<file path="config.mk">
export PLATFORM = sky130hd
export DESIGN_NAME = uart
export DESIGN_NICKNAME = d
export VERILOG_FILES = /design/src/verilog/opc_sys_pkg.sv /design/src/verilog/uart.sv
export VERILOG_INCLUDE_DIRS = /design/src /design/src/verilog
export SDC_FILE = /design/constraint.sdc
export NUM_CORES = 1
export LEC_CHECK = 0
export ABC_AREA = 1
export BUFFER_PORTS_ARGS = -buffer_cell sky130_fd_sc_hd__buf_2
export CELL_PAD_IN_SITES_DETAIL_PLACEMENT = 0
export CELL_PAD_IN_SITES_GLOBAL_PLACEMENT = 2
export CORE_MARGIN = 4
export CORE_UTILIZATION = 32
export CTS_BUF_LIST = sky130_fd_sc_hd__clkbuf_8 sky130_fd_sc_hd__clkbuf_16
export DETAILED_ROUTE_END_ITERATION = 8
export PLACE_DENSITY_LB_ADDON = 0.05
export SLEW_MARGIN = 20
export SYNTH_ARGS = -nofsm -noshare
export SYNTH_HDL_FRONTEND = slang
export SYNTH_SLANG_ARGS = --single-unit
</file>
<file path="constraint.sdc">
create_clock -name cpu_clk -period 2.1 [get_ports cpu_clk]
set_input_delay 0.42 -clock cpu_clk [delete_from_list [all_inputs] [get_ports cpu_clk]]
set_output_delay 0.42 -clock cpu_clk [all_outputs]
set_load 0.05 [all_outputs]
</file>
<file path="src/verilog/opc_sys_defs.svh">
`ifndef OPC_SYS_DEFS_SVH
`define OPC_SYS_DEFS_SVH

// ---------------------------------------------------------------------------
// Bus and memory sizes
// ---------------------------------------------------------------------------

`define OPC_DSIZE 32
`define OPC_ASIZE 20

// 1024 words of block RAM
`define OPC_RAMSIZE 10

// Short bit time keeps UART frames quick in simulation
`define OPC_CLKS_PER_BIT 16

// ---------------------------------------------------------------------------
// I/O register offsets, decoded from the low address bits
// ---------------------------------------------------------------------------

`define OPC_IO_UART_STAT 2'd0
`define OPC_IO_UART_DATA 2'd1
`define OPC_IO_DISP_CFG 2'd2

`endif

</file>
<file path="src/verilog/opc_sys_pkg.sv">
`include "opc_sys_defs.svh"

package opc_sys_pkg;

   // Bus payloads
   typedef logic [`OPC_DSIZE-1:0] word_t;
   typedef logic [`OPC_ASIZE-1:0] addr_t;

   // One UART character
   typedef logic [7:0] byte_t;

   // Hex digit, also used for the brightness duty
   typedef logic [3:0] nibble_t;

   // Display configuration register
   typedef struct packed {
      nibble_t duty;
      logic    src;
   } disp_cfg_t;

   // Target of an I/O space access
   typedef enum logic [1:0] {
      io_uart_stat,
      io_uart_data,
      io_disp_cfg,
      io_none
   } io_sel_t;

endpackage

</file>
<file path="src/verilog/uart.sv">
`include "opc_sys_defs.svh"

module uart import opc_sys_pkg::*; (
   input  logic  cpu_clk,
   input  logic  rst,
   input  logic  wr,
   input  logic  rd,
   input  logic  sel_data,
   input  byte_t wdata,
   output word_t rdata,
   output logic  tx_ready,
   input  logic  rxd,
   output logic  txd
);

   localparam int CPB = `OPC_CLKS_PER_BIT;
   localparam int CW  = $clog2(CPB);

   // Transmitter
   logic [9:0]    tx_shift;
   logic [3:0]    tx_bits;
   logic [CW-1:0] tx_cnt;
   logic          tx_busy;
   logic          tx_tick;

   // Receiver
   logic          rx_meta;
   logic          rx_sync;
   logic          rx_busy;
   logic [CW-1:0] rx_cnt;
   logic [3:0]    rx_bits;
   logic          rx_tick;
   byte_t         rx_shift;
   byte_t         rx_byte;
   logic          rx_valid;
   logic          rx_overrun;

   // ------------------------------------------------------------------------
   // Transmit: start bit, 8 data bits LSB first, stop bit
   // ------------------------------------------------------------------------

   assign tx_tick = (tx_cnt == CW'(CPB - 1));

   always_ff @(posedge cpu_clk) begin
      if (rst) begin
         tx_shift <= '1;
         tx_bits  <= '0;
         tx_cnt   <= '0;
         tx_busy  <= 1'b0;
      end else if (wr && sel_data && !tx_busy) begin
         tx_shift <= {1'b1, wdata, 1'b0};
         tx_bits  <= '0;
         tx_cnt   <= '0;
         tx_busy  <= 1'b1;
      end else if (tx_busy) begin
         if (tx_tick) begin
            tx_cnt   <= '0;
            // Ones shift in behind, so the line idles high
            tx_shift <= {1'b1, tx_shift[9:1]};
            if (tx_bits == 4'd9)
               tx_busy <= 1'b0;
            else
               tx_bits <= tx_bits + 4'd1;
         end else begin
            tx_cnt <= tx_cnt + 1'b1;
         end
      end
   end

   assign txd      = tx_shift[0];
   assign tx_ready = !tx_busy;

   // ------------------------------------------------------------------------
   // Receive with mid-bit sampling
   // ------------------------------------------------------------------------

   assign rx_tick = (rx_cnt == CW'(CPB - 1));

   always_ff @(posedge cpu_clk) begin
      if (rst) begin
         rx_meta    <= 1'b1;
         rx_sync    <= 1'b1;
         rx_busy    <= 1'b0;
         rx_cnt     <= '0;
         rx_bits    <= '0;
         rx_valid   <= 1'b0;
         rx_overrun <= 1'b0;
      end else begin
         rx_meta <= rxd;
         rx_sync <= rx_meta;
         if (rd && sel_data) begin
            rx_valid   <= 1'b0;
            rx_overrun <= 1'b0;
         end
         if (!rx_busy) begin
            // Falling edge: first tick lands half a bit later
            if (!rx_sync) begin
               rx_busy <= 1'b1;
               rx_cnt  <= CW'(CPB / 2);
               rx_bits <= '0;
            end
         end else if (rx_tick) begin
            rx_cnt  <= '0;
            rx_bits <= rx_bits + 4'd1;
            if (rx_bits == 4'd0) begin
               // Glitch, not a real start bit
               if (rx_sync)
                  rx_busy <= 1'b0;
            end else if (rx_bits == 4'd9) begin
               rx_busy  <= 1'b0;
               rx_valid <= 1'b1;
               if (rx_valid && !(rd && sel_data))
                  rx_overrun <= 1'b1;
            end
         end else begin
            rx_cnt <= rx_cnt + 1'b1;
         end
      end
   end

   // Data path of the receiver
   always_ff @(posedge cpu_clk) begin
      if (rx_busy && rx_tick) begin
         if (rx_bits >= 4'd1 && rx_bits <= 4'd8)
            rx_shift <= {rx_sync, rx_shift[7:1]};
         else if (rx_bits == 4'd9)
            rx_byte <= rx_shift;
      end
   end

   // Status: bit 0 rx_valid, bit 1 tx_busy, bit 2 overrun
   assign rdata = sel_data ? {{(`OPC_DSIZE-8){1'b0}}, rx_byte}
                           : {{(`OPC_DSIZE-3){1'b0}}, rx_overrun, tx_busy, rx_valid};

endmodule

</file>
Word level (Yosys, flattened, before mapping)
Cells that the tools add are included.

cells by class
  add/sub/neg operators = 4
  magnitude comparators = 2
  equal/unequal tests = 6
  mux-type cells = 31
  bitwise operators = 2
  reductions and logical operators = 17

operator list
  kind                                                                                  number
  4-bit two-way mux                                                                     7
  9-bit two-way mux                                                                     3
  1-bit two-way mux                                                                     20
  4-bit by 1-bit adder with 4-bit output (second input constant)                        4
  4-bit equality test (second input constant)                                           4
  8-bit two-way mux                                                                     1
  1-bit logical AND                                                                     6
  2-bit AND reduction                                                                   3
  3-bit AND reduction                                                                   2
  4-bit by 1-bit greater-or-equal comparator with 1-bit output (second input constant)  1
  4-bit <= comparator (second input constant)                                           1
  4-bit zero test                                                                       1
  2-bit by 1-bit != test with 1-bit output (second input constant)                      2
  2-bit nonzero test                                                                    2
  1-bit zero test                                                                       2
  1-bit inverter                                                                        2
  2-bit OR reduction                                                                    1

storage, ports and cells
  register bits = 47
  output and inout port bits = 34
  word-level logic and storage cells = 75

Longest topological paths before layout
  depth in word-level cells = 8
  gate-level depth with buffers = 8
  mapped depth without buffers = 7

Worst setup path after synthesis
OpenSTA, ideal clock, no wires.

  kind = input port to output port
  start point = input sel_data
  end point = output rdata[1]
  arrival time = 1.688 ns
  data required time = 1.680 ns
  setup slack = -0.008 ns
  stages on the path = 2
  path through = buf_2 o21ai_0

between the ends
  word-level cells in the longest chain between the ends = 1

ends and longest elaborated chain
  element            RTL line     text
  from (decl)        uart.sv:8    input logic sel_data,
  8-bit two-way mux  uart.sv:132  assign rdata = sel_data ? {{(`OPC_DSIZE-8){1'b0}}, rx_byte}
  to (decl)          uart.sv:10   output word_t rdata,

Every way passes these cells.

Final worst setup path
  start point = register tx_busy
  end point = output rdata[1]

between the ends
  word-level cells in the longest chain between the ends = 1

ends and longest elaborated chain
  element                 RTL line     text
  from (decl)             uart.sv:23   logic tx_busy;
  from (signal assigned)  uart.sv:49   tx_busy <= 1'b0;
  from (signal assigned)  uart.sv:54   tx_busy <= 1'b1;
  from (signal assigned)  uart.sv:61   tx_busy <= 1'b0;
  8-bit two-way mux       uart.sv:132

Every way passes these cells.

==> results.json <==
{
  "nets": 322,
  "clk_pin_slew_ns": 0.09,
  "syn_area_per_cell_um2": 8.47,
  "dieArea_mm2": 0.00868,
  "fin_area_mm2": 0.00256,
  "arrival_ns": 1.32,
  "grt_max_degree": 17,
  "clock.fmax_ghz": 0.575,
  "ctsHtreeMaxLevel": 2,
  "grt_overflow_total": 0,
  "ys_top_cells_by_area": "dfxtp_1, edfxtp_1, nand2_1",
  "min_path_type": "in -> reg",
  "post_cts_resized": 0,
  "netlist_area_mm2": 0.00232,
  "core_mm2": 0.00691,
  "wl_per_cell_um": 10.8,
  "cpPeakStageDelay_ns": 0.54,
  "grtUsageTotal_pct": 10.3,
  "numCtsBuffers": 5,
  "postCtsHoldBufs": 0,
  "die_y_um": 93.2,
  "fillers": 742,
  "setup.worst_path.class": "reg -> out",
  "antenna_found_initial": 0,
  "layout_commonest_cell": "nand2_1",
  "fin_crit_ns": 1.74,
  "synthToLayoutAreaGrowth_pct": 10.2,
  "crit_chain": "inv_4 > o21ai_1 > buf_2",
  "cts_setup_buffers": 0,
  "port_buffers": 23,
  "place_congestion": 0.682,
  "first_pass_iters": 4,
  "ys_ff_latch": 47,
  "drc": 0,
  "ir_drop_mv": 0.298,
  "synth_top_area_share_pct": 26.7,
  "crit_family": "flip-flops",
  "ant_nets": 0,
  "synth_warnings": 0,
  "slew_viol_final": 0,
  "synth_cell_type_count": 31,
  "status": "finished, final reports clean",
  "power.density_mw_per_mm2": 738,
  "yosysTopAreaCell": "dfxtp_1",
  "die_w_um": 93.2,
  "cp_num_buf_inv": 2,
  "cts_tree": "done",
  "netlist_instances": 274,
  "num_vias": 1682,
  "p_leak_uw": 0.00119,
  "viasPerCell": 4.24,
  "critPathMaxFanout": 9,
  "clock-sinks": 47,
  "start_util_pct": 33.6,
  "endpoint_kind": "primary output",
  "startpoint_type": "flip-flop",
  "hold_viol_final": 0,
  "diodes": 0,
  "root_buffer": "clkbuf_8",
  "drive_gt1_share_pct": 17.9,
  "grt_pass1_wl_um": 7070,
  "finalWirelength_um": 4300,
  "first_iter_violations": 32,
  "rsz0062_at_grt": "no",
  "cpMaxStageDelayCell": "dfxtp_1",
  "synth-seq-area-share_pct": 47.4,
  "num_rows": 30,
  "ios": 48,
  "finClkSkew_ns": 0.00354,
  "finalSetupTns_ns": 0,
  "cp.required_ns": 1.68,
  "cap_violations": 0,
  "setup_violations": 0,
  "grt_pass1_vias": 1510,
  "hpwl_um": 3120,
  "post_dp_cell_area_mm2": 0.00244,
  "clk_latency_ns": 0.30,
  "mostFrequentLayoutCells": "nand2_1, dfxtp_1, nand3_1",
  "fin_crit_sh_pct": 82.8,
  "cts_buffer_depth": 2
}
==> synthesized netlist by cell type, drive strengths merged <==
cell and instances:
dfxtp 31, edfxtp 16, o21bai 1, nand3 28, and3 1, or2 2
ha 8, nand3b 1, mux2 2, o21ai 9, nor2 14, xor2 3
inv 28, nand2 77, conb 1, nor3 2, a21oi 16, nand4 4
buf 30
==> final cells by class <==
type	instances	area, um2	share of cell area (%)
Timing Repair Buffer	26	138	5.38
Sequential cell	47	1100	43.0
Clock buffer	5	68.8	2.69
Inverter	28	108	4.21
Multi-Input combinational cell	192	976	38.1
Tap cell	96	120	4.69
Clock inverter	3	47.5	1.86
==> metrics by stage <==
stage / instances / power [uW] / utilization, % / hold WS [ns] / setup slack [ns]
after floorplan: 297 / 1230 / - / 0.389 / 0.375
after global placement: 389 / 1230 / 35.4 / 0.397 / 0.493
after detailed placement: 389 / 1230 / 35.4 / 0.400 / 0.474
after CTS: 397 / 1930 / 37.0 / 0.285 / 0.328
after global routing: 397 / 1980 / 37.0 / 0.295 / 0.247
final: 397 / 1890 / 37.0 / 0.297 / 0.362
==> power breakdown <==
| group | internal, uW | switching (uW) | total (uW) |
|---|---|---|---|
| combinational | 45.8 | 190 | 236 |
| clock | 361 | 320 | 681 |
| sequential | 954 | 17.9 | 972 |
| total | 1360 | 528 | 1890 |
==> worst paths after layout <==
check	from	cells past startpoint	end	slack, ns
min reg2reg	rx_meta	1	rx_sync	0.42
max	tx_busy	3	rdata[1]	0.36
max reg2reg	rx_cnt[0]	6	rx_byte[0]	0.46
min	rxd	2	rx_meta	0.30
==> registers in the layout (all words and copies together), names as in the netlist, 4 cells and up <==
register,flops
tx_bits,4
tx_shift,9
rx_cnt,4
rx_bits,4
rx_byte,8
tx_cnt,4
rx_shift,8
==> kinds of logic after synthesis <==
family | synth area share [%]
AND/OR/NAND/NOR | 26.0
buffers and inverters | 14.2
flip-flops | 47.4
AO/OA/AOI/OAI | 5.71
adder cells (fa/ha/maj) | 4.31
XOR/XNOR | 1.13
multiplexers | 0.970
other | 0.162
==> metal layers <==
layer	GRT usage [%]	wire (um)	vias to the layer above
li1	-	-	885
met1	14.0	2120	748
met2	15.4	1840	42
met3	2.49	252	7
met4	5.13	80	0
met5	0	0	-
Note: power is estimated with default switching activity, not from simulation.
