**src/verilog/opc_sys_defs.svh**
```systemverilog
`ifndef OPC_SYS_DEFS_SVH
`define OPC_SYS_DEFS_SVH

// ---------------------------------------------------------------------------
// Bus and memory sizes
// ---------------------------------------------------------------------------

`define OPC_DSIZE 32
`define OPC_ASIZE 20

// 1024 words of block RAM
`define OPC_RAMSIZE 10

// Short bit time keeps UART frames quick in simulation
`define OPC_CLKS_PER_BIT 16

// ---------------------------------------------------------------------------
// I/O register offsets, decoded from the low address bits
// ---------------------------------------------------------------------------

`define OPC_IO_UART_STAT 2'd0
`define OPC_IO_UART_DATA 2'd1
`define OPC_IO_DISP_CFG 2'd2

`endif

```
**src/verilog/opc_sys_pkg.sv**
```systemverilog
`include "opc_sys_defs.svh"

package opc_sys_pkg;

   // Bus payloads
   typedef logic [`OPC_DSIZE-1:0] word_t;
   typedef logic [`OPC_ASIZE-1:0] addr_t;

   // One UART character
   typedef logic [7:0] byte_t;

   // Hex digit, also used for the brightness duty
   typedef logic [3:0] nibble_t;

   // Display configuration register
   typedef struct packed {
      nibble_t duty;
      logic    src;
   } disp_cfg_t;

   // Target of an I/O space access
   typedef enum logic [1:0] {
      io_uart_stat,
      io_uart_data,
      io_disp_cfg,
      io_none
   } io_sel_t;

endpackage

```
**src/verilog/bus_bridge.sv**
```systemverilog
`include "opc_sys_defs.svh"

module bus_bridge import opc_sys_pkg::*; (
   input  logic                    cpu_clk,
   input  logic                    rst,
   input  logic                    req,
   input  logic                    rnw,
   input  logic                    vda,
   input  logic                    vio,
   input  addr_t                   addr,
   input  word_t                   wdata,
   output logic                    ack,
   output word_t                   rdata,
   output logic                    ram_en,
   output logic                    ram_we,
   output logic [`OPC_RAMSIZE-1:0] ram_addr,
   output word_t                   ram_wdata,
   input  word_t                   ram_rdata,
   output logic                    uart_wr,
   output logic                    uart_rd,
   output logic                    uart_sel_data,
   output byte_t                   uart_wdata,
   input  word_t                   uart_rdata,
   input  logic                    tx_ready,
   output logic                    cfg_wr,
   output word_t                   cfg_wdata,
   input  word_t                   cfg_rdata,
   output logic                    last_valid,
   output addr_t                   last_addr,
   output word_t                   last_rdata
);

   typedef enum logic [1:0] {st_idle, st_access, st_wait_ram, st_done} state_t;

   state_t  state;
   io_sel_t io_sel;
   io_sel_t io_sel_q;
   logic    is_mem_q;
   logic    is_io_q;
   logic    rnw_q;
   addr_t   addr_q;
   word_t   wdata_q;
   word_t   io_rdata;
   logic    uart_target;
   logic    uart_hold;

   // I/O target from the low address bits
   always_comb begin
      case (addr[1:0])
         `OPC_IO_UART_STAT: io_sel = io_uart_stat;
         `OPC_IO_UART_DATA: io_sel = io_uart_data;
         `OPC_IO_DISP_CFG:  io_sel = io_disp_cfg;
         default:           io_sel = io_none;
      endcase
   end

   assign uart_target = is_io_q && (io_sel_q == io_uart_stat || io_sel_q == io_uart_data);

   // Only back-pressure: data write while the transmitter is still busy
   assign uart_hold = is_io_q && io_sel_q == io_uart_data && !rnw_q && !tx_ready;

   // ------------------------------------------------------------------------
   // Four-phase sequencer
   // ------------------------------------------------------------------------

   always_ff @(posedge cpu_clk) begin
      if (rst) begin
         state      <= st_idle;
         last_valid <= 1'b0;
      end else begin
         last_valid <= 1'b0;
         case (state)
            st_idle: begin
               if (req)
                  state <= st_access;
            end
            st_access: begin
               if (is_mem_q) begin
                  state <= st_wait_ram;
               end else if (!uart_hold) begin
                  state      <= st_done;
                  last_valid <= 1'b1;
               end
            end
            st_wait_ram: begin
               state      <= st_done;
               last_valid <= 1'b1;
            end
            default: begin
               // Hold ack until the master lets go of req
               if (!req)
                  state <= st_idle;
            end
         endcase
      end
   end

   // Latch the request; memory space wins over I/O space
   always_ff @(posedge cpu_clk) begin
      if (state == st_idle && req) begin
         is_mem_q <= vda;
         is_io_q  <= vio && !vda;
         io_sel_q <= io_sel;
         rnw_q    <= rnw;
         addr_q   <= addr;
         wdata_q  <= wdata;
      end
   end

   // Read data mux for the I/O targets, zero when nothing is selected
   always_comb begin
      io_rdata = '0;
      if (is_io_q && rnw_q) begin
         if (uart_target)
            io_rdata = uart_rdata;
         else if (io_sel_q == io_disp_cfg)
            io_rdata = cfg_rdata;
      end
   end

   always_ff @(posedge cpu_clk) begin
      if (state == st_wait_ram)
         rdata <= rnw_q ? ram_rdata : '0;
      else if (state == st_access && !is_mem_q && !uart_hold)
         rdata <= io_rdata;
   end

   assign ack = (state == st_done);

   // RAM strobes
   assign ram_en    = (state == st_access) && is_mem_q;
   assign ram_we    = !rnw_q;
   assign ram_addr  = addr_q[`OPC_RAMSIZE-1:0];
   assign ram_wdata = wdata_q;

   // UART strobes
   assign uart_wr       = (state == st_access) && uart_target && !rnw_q && !uart_hold;
   assign uart_rd       = (state == st_access) && uart_target && rnw_q;
   assign uart_sel_data = (io_sel_q == io_uart_data);
   assign uart_wdata    = wdata_q[7:0];

   // Display configuration
   assign cfg_wr    = (state == st_access) && is_io_q && !rnw_q && io_sel_q == io_disp_cfg;
   assign cfg_wdata = wdata_q;

   // Values seen by the display on each completed access
   assign last_addr  = addr_q;
   assign last_rdata = rdata;

endmodule

```
**config.mk**
```make
export PLATFORM = sky130hd
export DESIGN_NAME = bus_bridge
export DESIGN_NICKNAME = d
export VERILOG_FILES = /design/src/verilog/opc_sys_pkg.sv /design/src/verilog/bus_bridge.sv
export VERILOG_INCLUDE_DIRS = /design/src /design/src/verilog
export SDC_FILE = /design/constraint.sdc
export NUM_CORES = 1
export LEC_CHECK = 0
export BUFFER_PORTS_ARGS = -buffer_cell sky130_fd_sc_hd__buf_2
export CAP_MARGIN = 20
export CORE_AREA = 2 2 127 129
export CTS_CLUSTER_DIAMETER = 200
export CTS_CLUSTER_SIZE = 14
export DETAILED_ROUTE_END_ITERATION = 8
export DIE_AREA = 0 0 129 131
export HOLD_SLACK_MARGIN = 0.06
export PLACE_DENSITY = 0.62
export SLEW_MARGIN = 20
export SYNTH_ARGS = -nofsm -noshare
export SYNTH_HDL_FRONTEND = slang
export SYNTH_SLANG_ARGS = --single-unit
```
**constraint.sdc**
```tcl
create_clock -name cpu_clk -period 6.2 [get_ports cpu_clk]
set_clock_uncertainty 0.1 [all_clocks]
set_input_delay 0.93 -clock cpu_clk [delete_from_list [all_inputs] [get_ports cpu_clk]]
set_output_delay 0.93 -clock cpu_clk [all_outputs]
set_load 0.01 [all_outputs]
```
# Word level (Yosys, flattened, before mapping)

Cells that the tools add are included.
Widths: inputs -> output; s select.

Register bits: 92
Word-level logic and storage cells: 62

Reductions and logical operators: 28
Eq/ne operators: 10
Multiplexer cells: 15

Operator list:

| cell               | number |
|---|---|
| $mux 32            | 6 |
| $logic_and 1x1->1  | 17 |
| $pmux 2 s3         | 2 |
| $eq 2x2->1 const B | 4 |
| $mux 2             | 4 |
| $eq 2x1->1 const B | 3 |
| $logic_not 2->1    | 3 |
| $logic_not 1->1    | 5 |
| $ne 4x1->1 const B | 1 |
| $ne 3x3->1 const B | 1 |
| $reduce_and 3->1   | 1 |
| $mux 1             | 2 |
| $ne 2x2->1 const B | 1 |
| $pmux 1 s2         | 1 |
| $reduce_bool 2->1  | 1 |
| $logic_or 1x1->1   | 1 |

# Logic depth before layout (Yosys ltp)

Depth in word-level cells: 8
Gate-level depth with buffers: 7
Gate-level depth less buffers: 6

# Least setup slack after synthesis

No wires, ideal clock.

Path kind: input-to-reg
Start point: input req
End point: register wdata_q[0], in the netlist cfg_wdata[0] (enable)
Arrival time: 2.280 ns
Library setup time: 0.421 ns
Buffers on the path: 0
Cell stages on the path: 1
Path slack: 3.399 ns
Path through: and2_1

Cells in the longest elaborated chain, start to end: 1

RTL lines:

| element              | line              | text |
|---|---|---|
| from (decl)          | bus_bridge.sv:6   | `input logic req,` |
| $logic_and 1x1->1    | bus_bridge.sv:100 | `if (state == st_idle && req) begin` |
| to (signal assigned) | bus_bridge.sv:106 | `wdata_q <= wdata;` |
| to (decl)            | bus_bridge.sv:42  | `word_t wdata_q;` |

Every way passes these cells.
A chain may end at the register's enable or synchronous reset.

# Worst setup path in the final report

Start point: register io_sel_q[0]
End point: output cfg_wr

Cells in the longest elaborated chain, start to end: 2

RTL lines:

| element                | line              | text |
|---|---|---|
| from (decl)            | bus_bridge.sv:37  | `io_sel_t io_sel_q;` |
| from (signal assigned) | bus_bridge.sv:103 | `io_sel_q <= io_sel;` |
| $eq 2x2->1             | bus_bridge.sv:143 | `assign cfg_wr = (state == st_access) && is_io_q && !rnw_q && io_sel_q == io_disp_cfg;` |
| $logic_and 1x1->1      | bus_bridge.sv:143 |  |
| to (decl)              | bus_bridge.sv:25  | `output logic cfg_wr,` |

Every way passes these cells.

==> results.sh <==
export IMPL_num_vias=3297
export IMPL_grt_pass1_vias=3045
export IMPL_syn_cell_area_sq_mm=0.00433
export IMPL_antenna_found_initial=0
export IMPL_post_synth_cell_area_avg_sq_um=13.3
export IMPL_hpwlAfterDp_um=9380
export IMPL_cts_buffer_depth=2
export IMPL_syn_inst=325
export IMPL_place_congestion=0.798
export IMPL_setup_viol=0
export IMPL_layout_setup_ws_ps=3480
export IMPL_fin_nets=729
export IMPL_ys_async_sr_fraction_pct=0
export IMPL_fp_row_count=46
export IMPL_cts_root_buf="clkbuf_16"
export IMPL_hp_class="reg2reg"
export IMPL_io_pins=329
export IMPL_ys_ff_latch=92
export IMPL_p_leak_nw=2.60
export IMPL_clock_latency_ps=340
export IMPL_drv_slew=0
export IMPL_cts_tree="built"
export IMPL_hold_ws_ps=476
export IMPL_syn_num_nets=485
export IMPL_syn2layout_area_growth_pct=35.3
export IMPL_hold_buffers=0
export IMPL_cts_clk_slew_worst_paths_ps=60
export IMPL_die_h_um=131
export IMPL_end_kind="output pin"
export IMPL_drc=0
export IMPL_critPathKind="reg2out"
export IMPL_finalSetupTns_ps=0
export IMPL_grt_overflow_total=0
export IMPL_reg2reg_slack_ps=4280
export IMPL_fin_util_pct=37.5
export IMPL_ys_seq_area_share_pct=63.2
export IMPL_cts_resized=0
export IMPL_irDropWorstVdd_uv=344
export IMPL_startpoint="io_sel_q[0]$_DFFE_PP_"
export IMPL_routedWlPerCell_um=14.8
export IMPL_rsz0062_at_grt="no"
export IMPL_combinationalPowerShare_pct=34.5
export IMPL_worstHoldStart="state[1]$_SDFFE_PP0P_"
export IMPL_wirelength_um=11700
export IMPL_synth_ff_type="edfxtp_1"
export IMPL_r2r_end="last_rdata[5]$_DFFE_PP_"
export IMPL_cellPowerDensity_mw_per_mm2=427
export IMPL_die_area_sq_mm=0.0169
export IMPL_cp_required_ps=5170
export IMPL_cts_buffers_inserted=9
export IMPL_initial_core_util_pct=27.7
export IMPL_r2r_cells=3
export IMPL_drt_iter0_markers=141
export IMPL_pre_cts_ws_ps=3580
export IMPL_critPathMaxFanout=33
export IMPL_worst_pin_slew_ps=842
export IMPL_pwr_share_seq_pct=42.3
export IMPL_crit_path_end="cfg_wr"
export IMPL_post_cts_buffers=0
export IMPL_core_area_sq_mm=0.0156
export IMPL_port_buffers=328
export IMPL_antenna_left=0
export IMPL_synth_edf_count=89
export IMPL_internal_power_mw=1.63
export IMPL_final_hold_violation_count=0
export IMPL_status="completed"
export IMPL_fmax_ghz=0.368
export IMPL_max_slew_margin_rel_pct=43.9
export IMPL_via_per_inst=4.17
export IMPL_htreeDepth=3
export IMPL_grtUsageTotal_pct=12.6
export IMPL_swShare_pct=34.7
export IMPL_switchingPower_mw=0.867
export IMPL_max_cap_viol_count=0
export IMPL_cts_sinks=92
export IMPL_antenna_cells=0
export IMPL_final_layout_size_suffix_gt1_share_pct=63.8
export IMPL_cp_start_kind="register"
export IMPL_grt_max_degree=58
export IMPL_fp_dieW_um=129
export IMPL_r2r_start="io_sel_q[0]$_DFFE_PP_"
export IMPL_synth_largest_area_cell="edfxtp_1"
export IMPL_netlist_top_cells_area="edfxtp_1 62%, buf_4 15%, a22oi_2 3.8%"
export IMPL_clkPwrFrac_pct=23.2
export IMPL_cp_arrival_ps=1690
export IMPL_yosysWarnings=0
export IMPL_grt_pass1_wl_um=15900
export IMPL_fin_crit_ps=2720
export IMPL_yosysTopAreaCellShare_pct=61.8
export IMPL_firstDrtPassIters=4
export IMPL_synth_cell_types=32
export IMPL_period_share_pct=43.9
==> flip-flops by register name (all words and copies together) (netlist names) <==
name / flops
last_addr: 20
is_io_q: 1
state: 2
rnw_q: 1
io_sel_q: 2
last_rdata: 32
is_mem_q: 1
last_valid: 1
cfg_wdata: 32
==> synth_stat cells (3+ instances only) <==
cell type	count
buf_2	4
a22oi_1	19
a22oi_2	13
ha_1	5
o21ai_1	30
nand2_1	34
edfxtp_1	89
clkbuf_1	5
and2b_1	3
nor2b_1	3
nor2_1	3
dfxtp_1	3
inv_1	5
buf_4	84
buf_6	5
==> stage by stage <==
stage / power, mW / cell area, sq um / std cells
after floorplan: 1.70 / 4330 / 325
after global placement: 1.92 / 5520 / 773
after detailed placement: 1.94 / 5540 / 774
after CTS: 2.54 / 5850 / 790
after global routing: 2.65 / 5850 / 790
final: 2.50 / 5850 / 790
==> critical path: stages (launching register included) <==
cell and delay [ps]:
edfxtp_1 400, and2b_1 200, buf_4 360, nor3b_2 230
buf_2 150
==> power by group through the flow <==
stage	registers [mW]	logic, mW	clock network [mW]
6_report	1.06	0.861	0.580
3_3_place_gp	1.06	0.858	0
5_1_grt	1.08	0.951	0.623
3_5_place_dp	1.07	0.873	0
4_1_cts	1.06	0.874	0.602
2_1_floorplan	1.13	0.572	0
==> routing by layer <==
metal  routed length (um)  GRT usage, %  vias to the layer above
li1                     -             -                     1568
met5                    0             0                        -
met2                 6410          22.8                      159
met4                  200          5.69                        0
met3                  732          3.05                       17
met1                 4340          14.1                     1553
==> cell type report <==
class / instances / area (sq um)
clock buffer: 10 / 229
clock inverter: 6 / 87.6
fill: 1542 / 9740
inverter: 5 / 18.8
multi-input combinational: 129 / 840
sequential: 92 / 2730
tap: 216 / 270
timing repair buffer: 332 / 1680
==> worst min path at each step <==
stage	cells past startpoint	to	slack (ps)
floorplan	2	state[1]$_SDFFE_PP0P_	400
global placement	2	state[1]$_SDFFE_PP0P_	420
detailed placement	2	state[1]$_SDFFE_PP0P_	450
CTS	2	state[1]$_SDFFE_PP0P_	460
global route	2	state[1]$_SDFFE_PP0P_	480
finish	2	state[1]$_SDFFE_PP0P_	480
==> cells by family after synthesis <==
kind of cell,Yosys count,synth area share (%)
AO/OA/AOI/OAI,68,11.5
AND/OR/NAND/NOR,54,5.90
flip-flops,92,63.2
adder cells (fa/ha/maj),5,1.45
multiplexers,2,0.492
buffers and inverters,104,17.6
==> cells in the final DEF (no fill, tap or decap), drive strengths merged <==
cell type	Yosys	routed
a211oi	1	1
a21oi	1	1
a22oi	32	32
a31o	1	1
and2	3	3
and2b	3	3
buf	94	332
bufinv	0	2
clkbuf	5	10
clkinv	0	3
dfxtp	3	3
edfxtp	89	89
ha	5	5
inv	5	6
mux2	1	1
mux2i	1	1
nand2	34	34
nand2b	2	2
nand3	1	1
nand3b	1	1
nor2	3	3
nor2b	3	3
nor3	1	1
nor3b	2	2
nor4	1	1
o21ai	33	33
(Power assumes the default switching activity.)
