[config.mk]
export PLATFORM = sky130hd
export DESIGN_NAME = display_regs
export DESIGN_NICKNAME = d
export VERILOG_FILES = /design/src/verilog/opc_sys_pkg.sv /design/src/verilog/display_regs.sv
export VERILOG_INCLUDE_DIRS = /design/src /design/src/verilog
export SDC_FILE = /design/constraint.sdc
export NUM_CORES = 1
export LEC_CHECK = 0
export BUFFER_PORTS_ARGS = -buffer_cell sky130_fd_sc_hd__buf_2
export CAP_MARGIN = 20
export CORE_AREA = 2 2 52 78
export CTS_CLUSTER_DIAMETER = 50
export DETAILED_ROUTE_END_ITERATION = 10
export DIE_AREA = 0 0 54 80
export PLACE_DENSITY = 0.77
export SETUP_SLACK_MARGIN = 0.1
export SLEW_MARGIN = 20
export SYNTH_ARGS = -nofsm -noshare
export SYNTH_HDL_FRONTEND = slang
export SYNTH_SLANG_ARGS = --single-unit
[constraint.sdc]
create_clock -name cpu_clk -period 1.15 [get_ports cpu_clk]
set_clock_uncertainty 0.05 [all_clocks]
set_input_delay 0 -clock cpu_clk [delete_from_list [all_inputs] [get_ports cpu_clk]]
set_output_delay 0 -clock cpu_clk [all_outputs]
set_load 0.02 [all_outputs]
[src/verilog/opc_sys_defs.svh]
`ifndef OPC_SYS_DEFS_SVH
`define OPC_SYS_DEFS_SVH

// ---------------------------------------------------------------------------
// Bus and memory sizes
// ---------------------------------------------------------------------------

`define OPC_DSIZE 32
`define OPC_ASIZE 20

// 1024 words of block RAM
`define OPC_RAMSIZE 10

// Short bit time keeps UART frames quick in simulation
`define OPC_CLKS_PER_BIT 16

// ---------------------------------------------------------------------------
// I/O register offsets, decoded from the low address bits
// ---------------------------------------------------------------------------

`define OPC_IO_UART_STAT 2'd0
`define OPC_IO_UART_DATA 2'd1
`define OPC_IO_DISP_CFG 2'd2

`endif

[src/verilog/opc_sys_pkg.sv]
`include "opc_sys_defs.svh"

package opc_sys_pkg;

   // Bus payloads
   typedef logic [`OPC_DSIZE-1:0] word_t;
   typedef logic [`OPC_ASIZE-1:0] addr_t;

   // One UART character
   typedef logic [7:0] byte_t;

   // Hex digit, also used for the brightness duty
   typedef logic [3:0] nibble_t;

   // Display configuration register
   typedef struct packed {
      nibble_t duty;
      logic    src;
   } disp_cfg_t;

   // Target of an I/O space access
   typedef enum logic [1:0] {
      io_uart_stat,
      io_uart_data,
      io_disp_cfg,
      io_none
   } io_sel_t;

endpackage

[src/verilog/display_regs.sv]
`include "opc_sys_defs.svh"

module display_regs import opc_sys_pkg::*; (
   input  logic        cpu_clk,
   input  logic        rst,
   input  logic        cfg_wr,
   input  word_t       cfg_wdata,
   output word_t       cfg_rdata,
   input  logic        last_valid,
   input  addr_t       last_addr,
   input  word_t       last_rdata,
   output logic [15:0] disp_value,
   output nibble_t     disp_duty
);

   disp_cfg_t cfg;

   // Bit 0 selects the source, bits 7:4 set the duty
   always_ff @(posedge cpu_clk) begin
      if (rst) begin
         cfg <= '0;
      end else if (cfg_wr) begin
         cfg.src  <= cfg_wdata[0];
         cfg.duty <= cfg_wdata[7:4];
      end
   end

   // Capture what the display shows at the end of every access
   always_ff @(posedge cpu_clk) begin
      if (rst)
         disp_value <= '0;
      else if (last_valid)
         disp_value <= cfg.src ? last_rdata[15:0] : last_addr[15:0];
   end

   assign cfg_rdata = {{(`OPC_DSIZE-8){1'b0}}, cfg.duty, 3'b000, cfg.src};
   assign disp_duty = cfg.duty;

endmodule

; ---- Word-level counts from Yosys, hierarchy flattened
; Cells that the tools add are included.
[op_classes]
n_reduce_logical = 0
n_lt_le_gt_ge = 0
addsub = 0
mul = 0
div_mod_pow = 0
bitwise = 0
eq_ne = 0
n_mux = 1
shifts = 0
[ops]
columns = operator, n
row1 = $mux 16, 1
[totals]
elab_cells = 4
latchBits = 0
inputBits = 88
regBits = 21
rom_bits = 0
memories = 0
ram_bits = 0

; ---- Logic depth before layout (Yosys ltp)
; Gate-level depths: netlist (run 1).
[logic_depth]
depth_word = 1
mapped_depth = 4
ltp_nobuf = 2

; ---- Worst setup path after synthesis (run 1)
; Ideal clock, no wire load.
[synth_path]
path_kind = register to register
start = register cfg (netlist bit cfg_rdata[0])
end = register disp_value[10]
arrival_ps = 997
path_slack_ps = -34
required_ps = 963
setup_time_ps = 137
stages_incl_launch_ff = 5
synth_period_minus_slack_ps = 1184
cell_sequence = dfxtp_1 buf_6 buf_12 mux2i_1 a211oi_1
[synth_via]
elab_chain_len = 1
[synth_rtl]
columns = element, line_no
row1 = start: declaration, display_regs.sv:16  ; disp_cfg_t cfg;
row2 = $mux 16, display_regs.sv:33  ; disp_value <= cfg.src ? last_rdata[15:0] : last_addr[15:0];
row3 = end signal: assignment, display_regs.sv:33
row4 = end: declaration, display_regs.sv:12  ; output logic [15:0] disp_value,
; No other way between the ends.
; A chain may end at the register's enable or synchronous reset.

; ---- Worst setup path after layout (run 1)
[layout_path]
start = register cfg (netlist bit cfg_rdata[0])
end = register disp_value[0]
; The elaborated chain is that of the path after synthesis.

==> flow_metrics.env, run 1 <==
export IMPL_switching_share_pct=30.32
export IMPL_period_share_pct=89.06
export IMPL_p_per_area_mw_per_mm2=1159
export IMPL_grt_overflow_total=0
export IMPL_grt_pass1_vias=805
export IMPL_row_count=27
export IMPL_finalNetCount=274
export IMPL_pwr_share_seq_pct=46.1
export IMPL_synthAdderAreaFrac_pct=0
export IMPL_ys_ff_latch=21
export IMPL_register_area_um2=424.2
export IMPL_htreeDepth=1
export IMPL_drtIter0Drc=8
export IMPL_placed_cells=216
export IMPL_grt_max_degree=33
export IMPL_synth_area_leaders="dfxtp_1 (37%), buf_4 (21%), mux2i_1 (19%)"
export IMPL_synth_top_area_share_pct=37.42
export IMPL_setup_viol=0
export IMPL_grt_total_usage_pct=11.59
export IMPL_synthMuxAreaShare_pct=18.71
export IMPL_power_leakage_nw=0.7655
export IMPL_synth_avg_cell_area_um2=9.442
export IMPL_synthCells=119
export IMPL_yosys_cell_types_count=10
export IMPL_yosysMostFrequentCell="buf_4"
export IMPL_min_to="disp_value[4]"
export IMPL_num_fill_cells=371
export IMPL_synthXorXnorAreaFrac_pct=0
export IMPL_synth_seq_area_share_pct=37.42
export IMPL_min_path_type="in2reg"
export IMPL_synth_edf_count=0
export IMPL_root_buffer="clkbuf_8"
export IMPL_fin_area_mm2=0.001511
export IMPL_reg2reg_slack_ns=0.13
export IMPL_final_max_slew_violation_count=0
export IMPL_crit_type="reg2reg"
export IMPL_cts_tree="yes"
export IMPL_p_int_mw=1.221
export IMPL_area_growth_pct=34.52
export IMPL_vias=956
export IMPL_dpl_hpwl_um=1810
export IMPL_insertion_delay_ns=0.25
export IMPL_synthArstFlopShare_pct=0
export IMPL_hold_start="last_addr[4]"
export IMPL_avgRoutedWirePerCell_um=11.17
export IMPL_multiInputGateArea_um2=526.8
export IMPL_diodes=0
export IMPL_drive_above_1_share_pct=42.16
export IMPL_yosysWarningCount=0
export IMPL_hold_depth=3
export IMPL_reg2regPathDepth=3
export IMPL_via_per_inst=4.193
export IMPL_cp_end_kind="flop"
export IMPL_die_h_um=80
export IMPL_synth_simple_area_share_pct=7.016
export IMPL_wirelength_um=2547
export IMPL_ios=140
export IMPL_max_cap_viol_count=0
export IMPL_finalPower_mw=1.752
export IMPL_synth_top_family_by_area="buffers and inverters"
export IMPL_cp_arrival_ns=1.10
export IMPL_cts_path_max_buffers=2
export IMPL_outcome="completed"
export IMPL_path_max_fanout=6
export IMPL_fin_util_pct=41.43
export IMPL_ir_drop_mv=0.4908
export IMPL_cts_made_buffers=3
export IMPL_combPwrFrac_pct=27.5
export IMPL_grt_pass1_wl_um=3663
export IMPL_clkPwrFrac_pct=26.4
export IMPL_synth_main_ff_cell="dfxtp_1"
export IMPL_dieArea_mm2=0.004320
export IMPL_placed_area_mm2=0.001354
export IMPL_fp_dieW_um=54
export IMPL_timing_rr_start="cfg_rdata[0]"
export IMPL_antenna_found_initial=0
export IMPL_finalHoldViolations=0
export IMPL_worstSetupStartpointType="flop"
export IMPL_syn_area_mm2=0.001124
export IMPL_dr_pass1_iters=3
export IMPL_portBuffers=65
export IMPL_rsz0062_at_grt="yes"
export IMPL_final_setup_tns_ns=0
export IMPL_fin_cells=228
export IMPL_start_util_pct=30.80
export IMPL_clkTransAtPathRegs_ns=0.07
export IMPL_gp_congestion=0.6605
export IMPL_yosys_top_cells_count="buf_4 (31), dfxtp_1 (21), mux2i_1 (21), nor2_1 (21), a211oi_1 (16)"
export IMPL_r2r_end="disp_value[0]"
export IMPL_cp_required_ns=1.22
export IMPL_synth_top_area_cell="dfxtp_1"
export IMPL_synth_compound_area_share_pct=10.69
export IMPL_fmax_mhz=976.4
export IMPL_clock_sinks=21
export IMPL_final_antenna_net_count=0
export IMPL_core_mm2=0.003649
export IMPL_drc=0
export IMPL_fin_crit_ns=1.024
export IMPL_switchingPower_uw=531.1
[metal layers]
metal	global-route usage, %	share of wire, %	vias to the layer above
li1	-	-	478
met3	1.311	8.5	2
met2	20.49	52	52
met4	6.000	1.3	0
met5	0	0	-
met1	12.94	38	424
[per-stage QoR]
step	hold WS [ns]	setup slack, ns
CTS	0.01994	0.1220
global placement	0.1839	0.07548
floorplan	0.02276	0.08576
detailed placement	0.1919	0.06248
global route	0.04992	0.06515
finish	0.02414	0.1258
[state kept, by name, indices dropped and copies added, names as in the netlist]
signal and count:
disp_duty 4, cfg_rdata 1, disp_value 16
[cell usage in the layout, fill, tap and decap left out]
master / n
buf_4: 2
clkbuf_1: 1
a211oi_1: 15
mux2i_2: 3
clkbuf_16: 1
buf_2: 64
dlygate4sd3_1: 5
buf_6: 1
a211oi_2: 1
mux2i_1: 18
conb_1: 27
clkbuf_8: 3
dfxtp_1: 20
nor2_1: 21
buf_12: 2
dfxtp_4: 1
[critical path: stages (launching register included)]
cell	delay (ns)
dfxtp_4	0.41
clkbuf_16	0.17
mux2i_1	0.19
a211oi_1	0.09
[power by group through the flow]
stage	registers (mW)	logic (mW)	clock network [mW]
after floorplan	0.887	0.312	0
after global placement	0.825	0.432	0
after detailed placement	0.827	0.439	0
after CTS	0.807	0.462	0.488
after global routing	0.815	0.527	0.516
final	0.808	0.482	0.462
[final cells by class]
| type | instances | area share, % |
|---|---|---|
| multi-input combinational | 85 | 34.85 |
| timing repair buffer | 75 | 30.55 |
| sequential | 21 | 28.06 |
| tap | 43 | 3.560 |
| clock buffer | 4 | 2.980 |
[what timing repair did]
item,4_1_cts,5_1_grt
hold buffers,5,0
cloned,0,1
endpoints found under the hold margin,5,0
endpoints found under the setup margin,11,9
resized for setup,0,6
buffers inserted,2,0
pin swaps,0,4
[worst max path at each step]
stage,from,endpoint,slack [ns],cells past startpoint
global placement,cfg_rdata[0],disp_value[3],0.08,3
finish,cfg_rdata[0],disp_value[0],0.13,3
global route,cfg_rdata[0],disp_value[2],0.07,3
detailed placement,cfg_rdata[0],disp_value[3],0.06,3
floorplan,cfg_rdata[0],disp_value[6],0.09,4
CTS,cfg_rdata[0],disp_value[3],0.12,3
[cells by family after synthesis]
family | Yosys count
other | 1
muxes | 21
buffers and inverters | 39
AOI/OAI and AO/OA | 16
and+or+nand+nor | 21
DFF | 21
(Power assumes the default switching activity.)
==> inputs of run 2 (changes only) <==
--- a/config.mk
+++ b/config.mk
@@ -12,7 +12,7 @@
 export CTS_CLUSTER_DIAMETER = 50
 export DETAILED_ROUTE_END_ITERATION = 10
 export DIE_AREA = 0 0 54 80
-export PLACE_DENSITY = 0.77
+export PLACE_DENSITY = 0.84
 export SETUP_SLACK_MARGIN = 0.1
 export SLEW_MARGIN = 20
 export SYNTH_ARGS = -nofsm -noshare
==> flow_metrics.env, run 2 (same netlist as run 1, synthesis figures left out) <==
export IMPL_finalNetCount=272
export IMPL_dieArea_mm2=0.004320
export IMPL_grt_max_degree=33
export IMPL_ir_drop_mv=0.4847
export IMPL_fin_crit_ns=1.005
export IMPL_worstSetupStartpointType="flop"
export IMPL_path_max_fanout=10
export IMPL_final_setup_tns_ns=0
export IMPL_start_util_pct=30.80
export IMPL_cp_required_ns=1.27
export IMPL_grt_overflow_total=0
export IMPL_placed_area_mm2=0.001334
export IMPL_cp_arrival_ns=1.12
export IMPL_avgRoutedWirePerCell_um=10.83
export IMPL_diodes=0
export IMPL_placed_cells=215
export IMPL_final_cell_mix="buf_2 (65), conb_1 (27), mux2i_1 (21), nor2_1 (21), dfxtp_1 (20)"
export IMPL_htreeDepth=1
export IMPL_fin_cells=226
export IMPL_clock_sinks=21
export IMPL_cts_made_buffers=3
export IMPL_via_per_inst=4.243
export IMPL_gp_congestion=0.6551
export IMPL_ios=140
export IMPL_crit_type="reg2reg"
export IMPL_num_fill_cells=376
export IMPL_cp_end_kind="flop"
export IMPL_core_mm2=0.003649
export IMPL_wirelength_um=2447
export IMPL_multiInputGateArea_um2=510.5
export IMPL_register_area_um2=424.2
export IMPL_row_count=27
export IMPL_final_max_slew_violation_count=0
export IMPL_insertion_delay_ns=0.25
export IMPL_grt_pass1_wl_um=3546
export IMPL_regMostFlops="disp_value"
export IMPL_p_per_area_mw_per_mm2=1184
export IMPL_cts_resized_gates=0
export IMPL_grt_total_usage_pct=11.44
export IMPL_largest_reg_flops=16
export IMPL_finalHoldViolations=0
export IMPL_reg2reg_slack_ns=0.14
export IMPL_power_leakage_nw=0.7473
export IMPL_rsz0062_at_grt="yes"
export IMPL_cts_tree="yes"
export IMPL_portBuffers=65
export IMPL_dpl_hpwl_um=1725
export IMPL_finalPower_mw=1.739
export IMPL_fmax_mhz=994.6
export IMPL_max_cap_viol_count=0
export IMPL_area_growth_pct=30.74
export IMPL_drtIter0Drc=11
export IMPL_dr_pass1_iters=2
export IMPL_fin_area_mm2=0.001469
export IMPL_vias=959
export IMPL_die_h_um=80
export IMPL_antenna_found_initial=0
export IMPL_final_common_cell="buf_2"
export IMPL_min_path_type="in2reg"
export IMPL_drive_above_1_share_pct=39.34
export IMPL_grt_pass1_vias=820
export IMPL_outcome="completed"
export IMPL_cts_path_max_buffers=2
export IMPL_final_antenna_net_count=0
export IMPL_period_share_pct=87.42
export IMPL_clkTransAtPathRegs_ns=0.07
export IMPL_root_buffer="clkbuf_8"
export IMPL_fp_dieW_um=54
export IMPL_setup_viol=0
export IMPL_drc=0
-- run 2: layout make-up --
cell class / count / share of cell area (%)
Clock buffer: 4 / 3.066
Sequential cell: 21 / 28.88
Multi-Input combinational cell: 85 / 34.75
Tap cell: 43 / 3.663
Timing Repair Buffer: 73 / 29.64
-- run 2: metal layers --
metal	share of wire, %	vias to the layer above	track usage, %
li1	-	473	-
met1	34	428	10.89
met2	56	54	21.46
met3	8.1	4	1.311
met4	2.2	0	7.500
met5	0	-	0
-- run 2: path summary, 6_finish.rpt --
kind	end	start	cells past startpoint
worst max-delay path	disp_value[1]	cfg_rdata[0]	3
worst min register to register	disp_value[3]	disp_value[3]	2
worst min-delay path	disp_value[12]	last_addr[12]	3
worst max register to register	disp_value[1]	cfg_rdata[0]	3
-- run 2: through the flow --
stage	util [%]	setup slack (ns)	hold WS, ns
after CTS	40.26	0.1408	0.01519
after global routing	40.26	0.09051	0.03088
after floorplan	-	0.08576	0.02276
final	40.26	0.1446	0.02109
after global placement	36.56	0.09242	0.1839
after detailed placement	36.56	0.08643	0.1966
-- run 2: what timing repair did --
action | 4_1_cts | 5_1_grt
pin swaps | 0 | 3
endpoints found under the setup margin | 12 | 3
endpoints found under the hold margin | 5 | 0
hold buffers | 5 | 0
setup buffers | 2 | 0
-- run 2: worst max-delay path: stages, from the launching register on --
cell and delay, ns:
dfxtp_4 0.37, buf_12 0.15, mux2i_1 0.12, a211oi_1 0.23
-- run 2: power by group --
group	leakage, nW	internal [mW]	switching [mW]
Clock	0.0228	0.246	0.225
Combinational	0.549	0.182	0.278
Sequential	0.175	0.779	0.0277
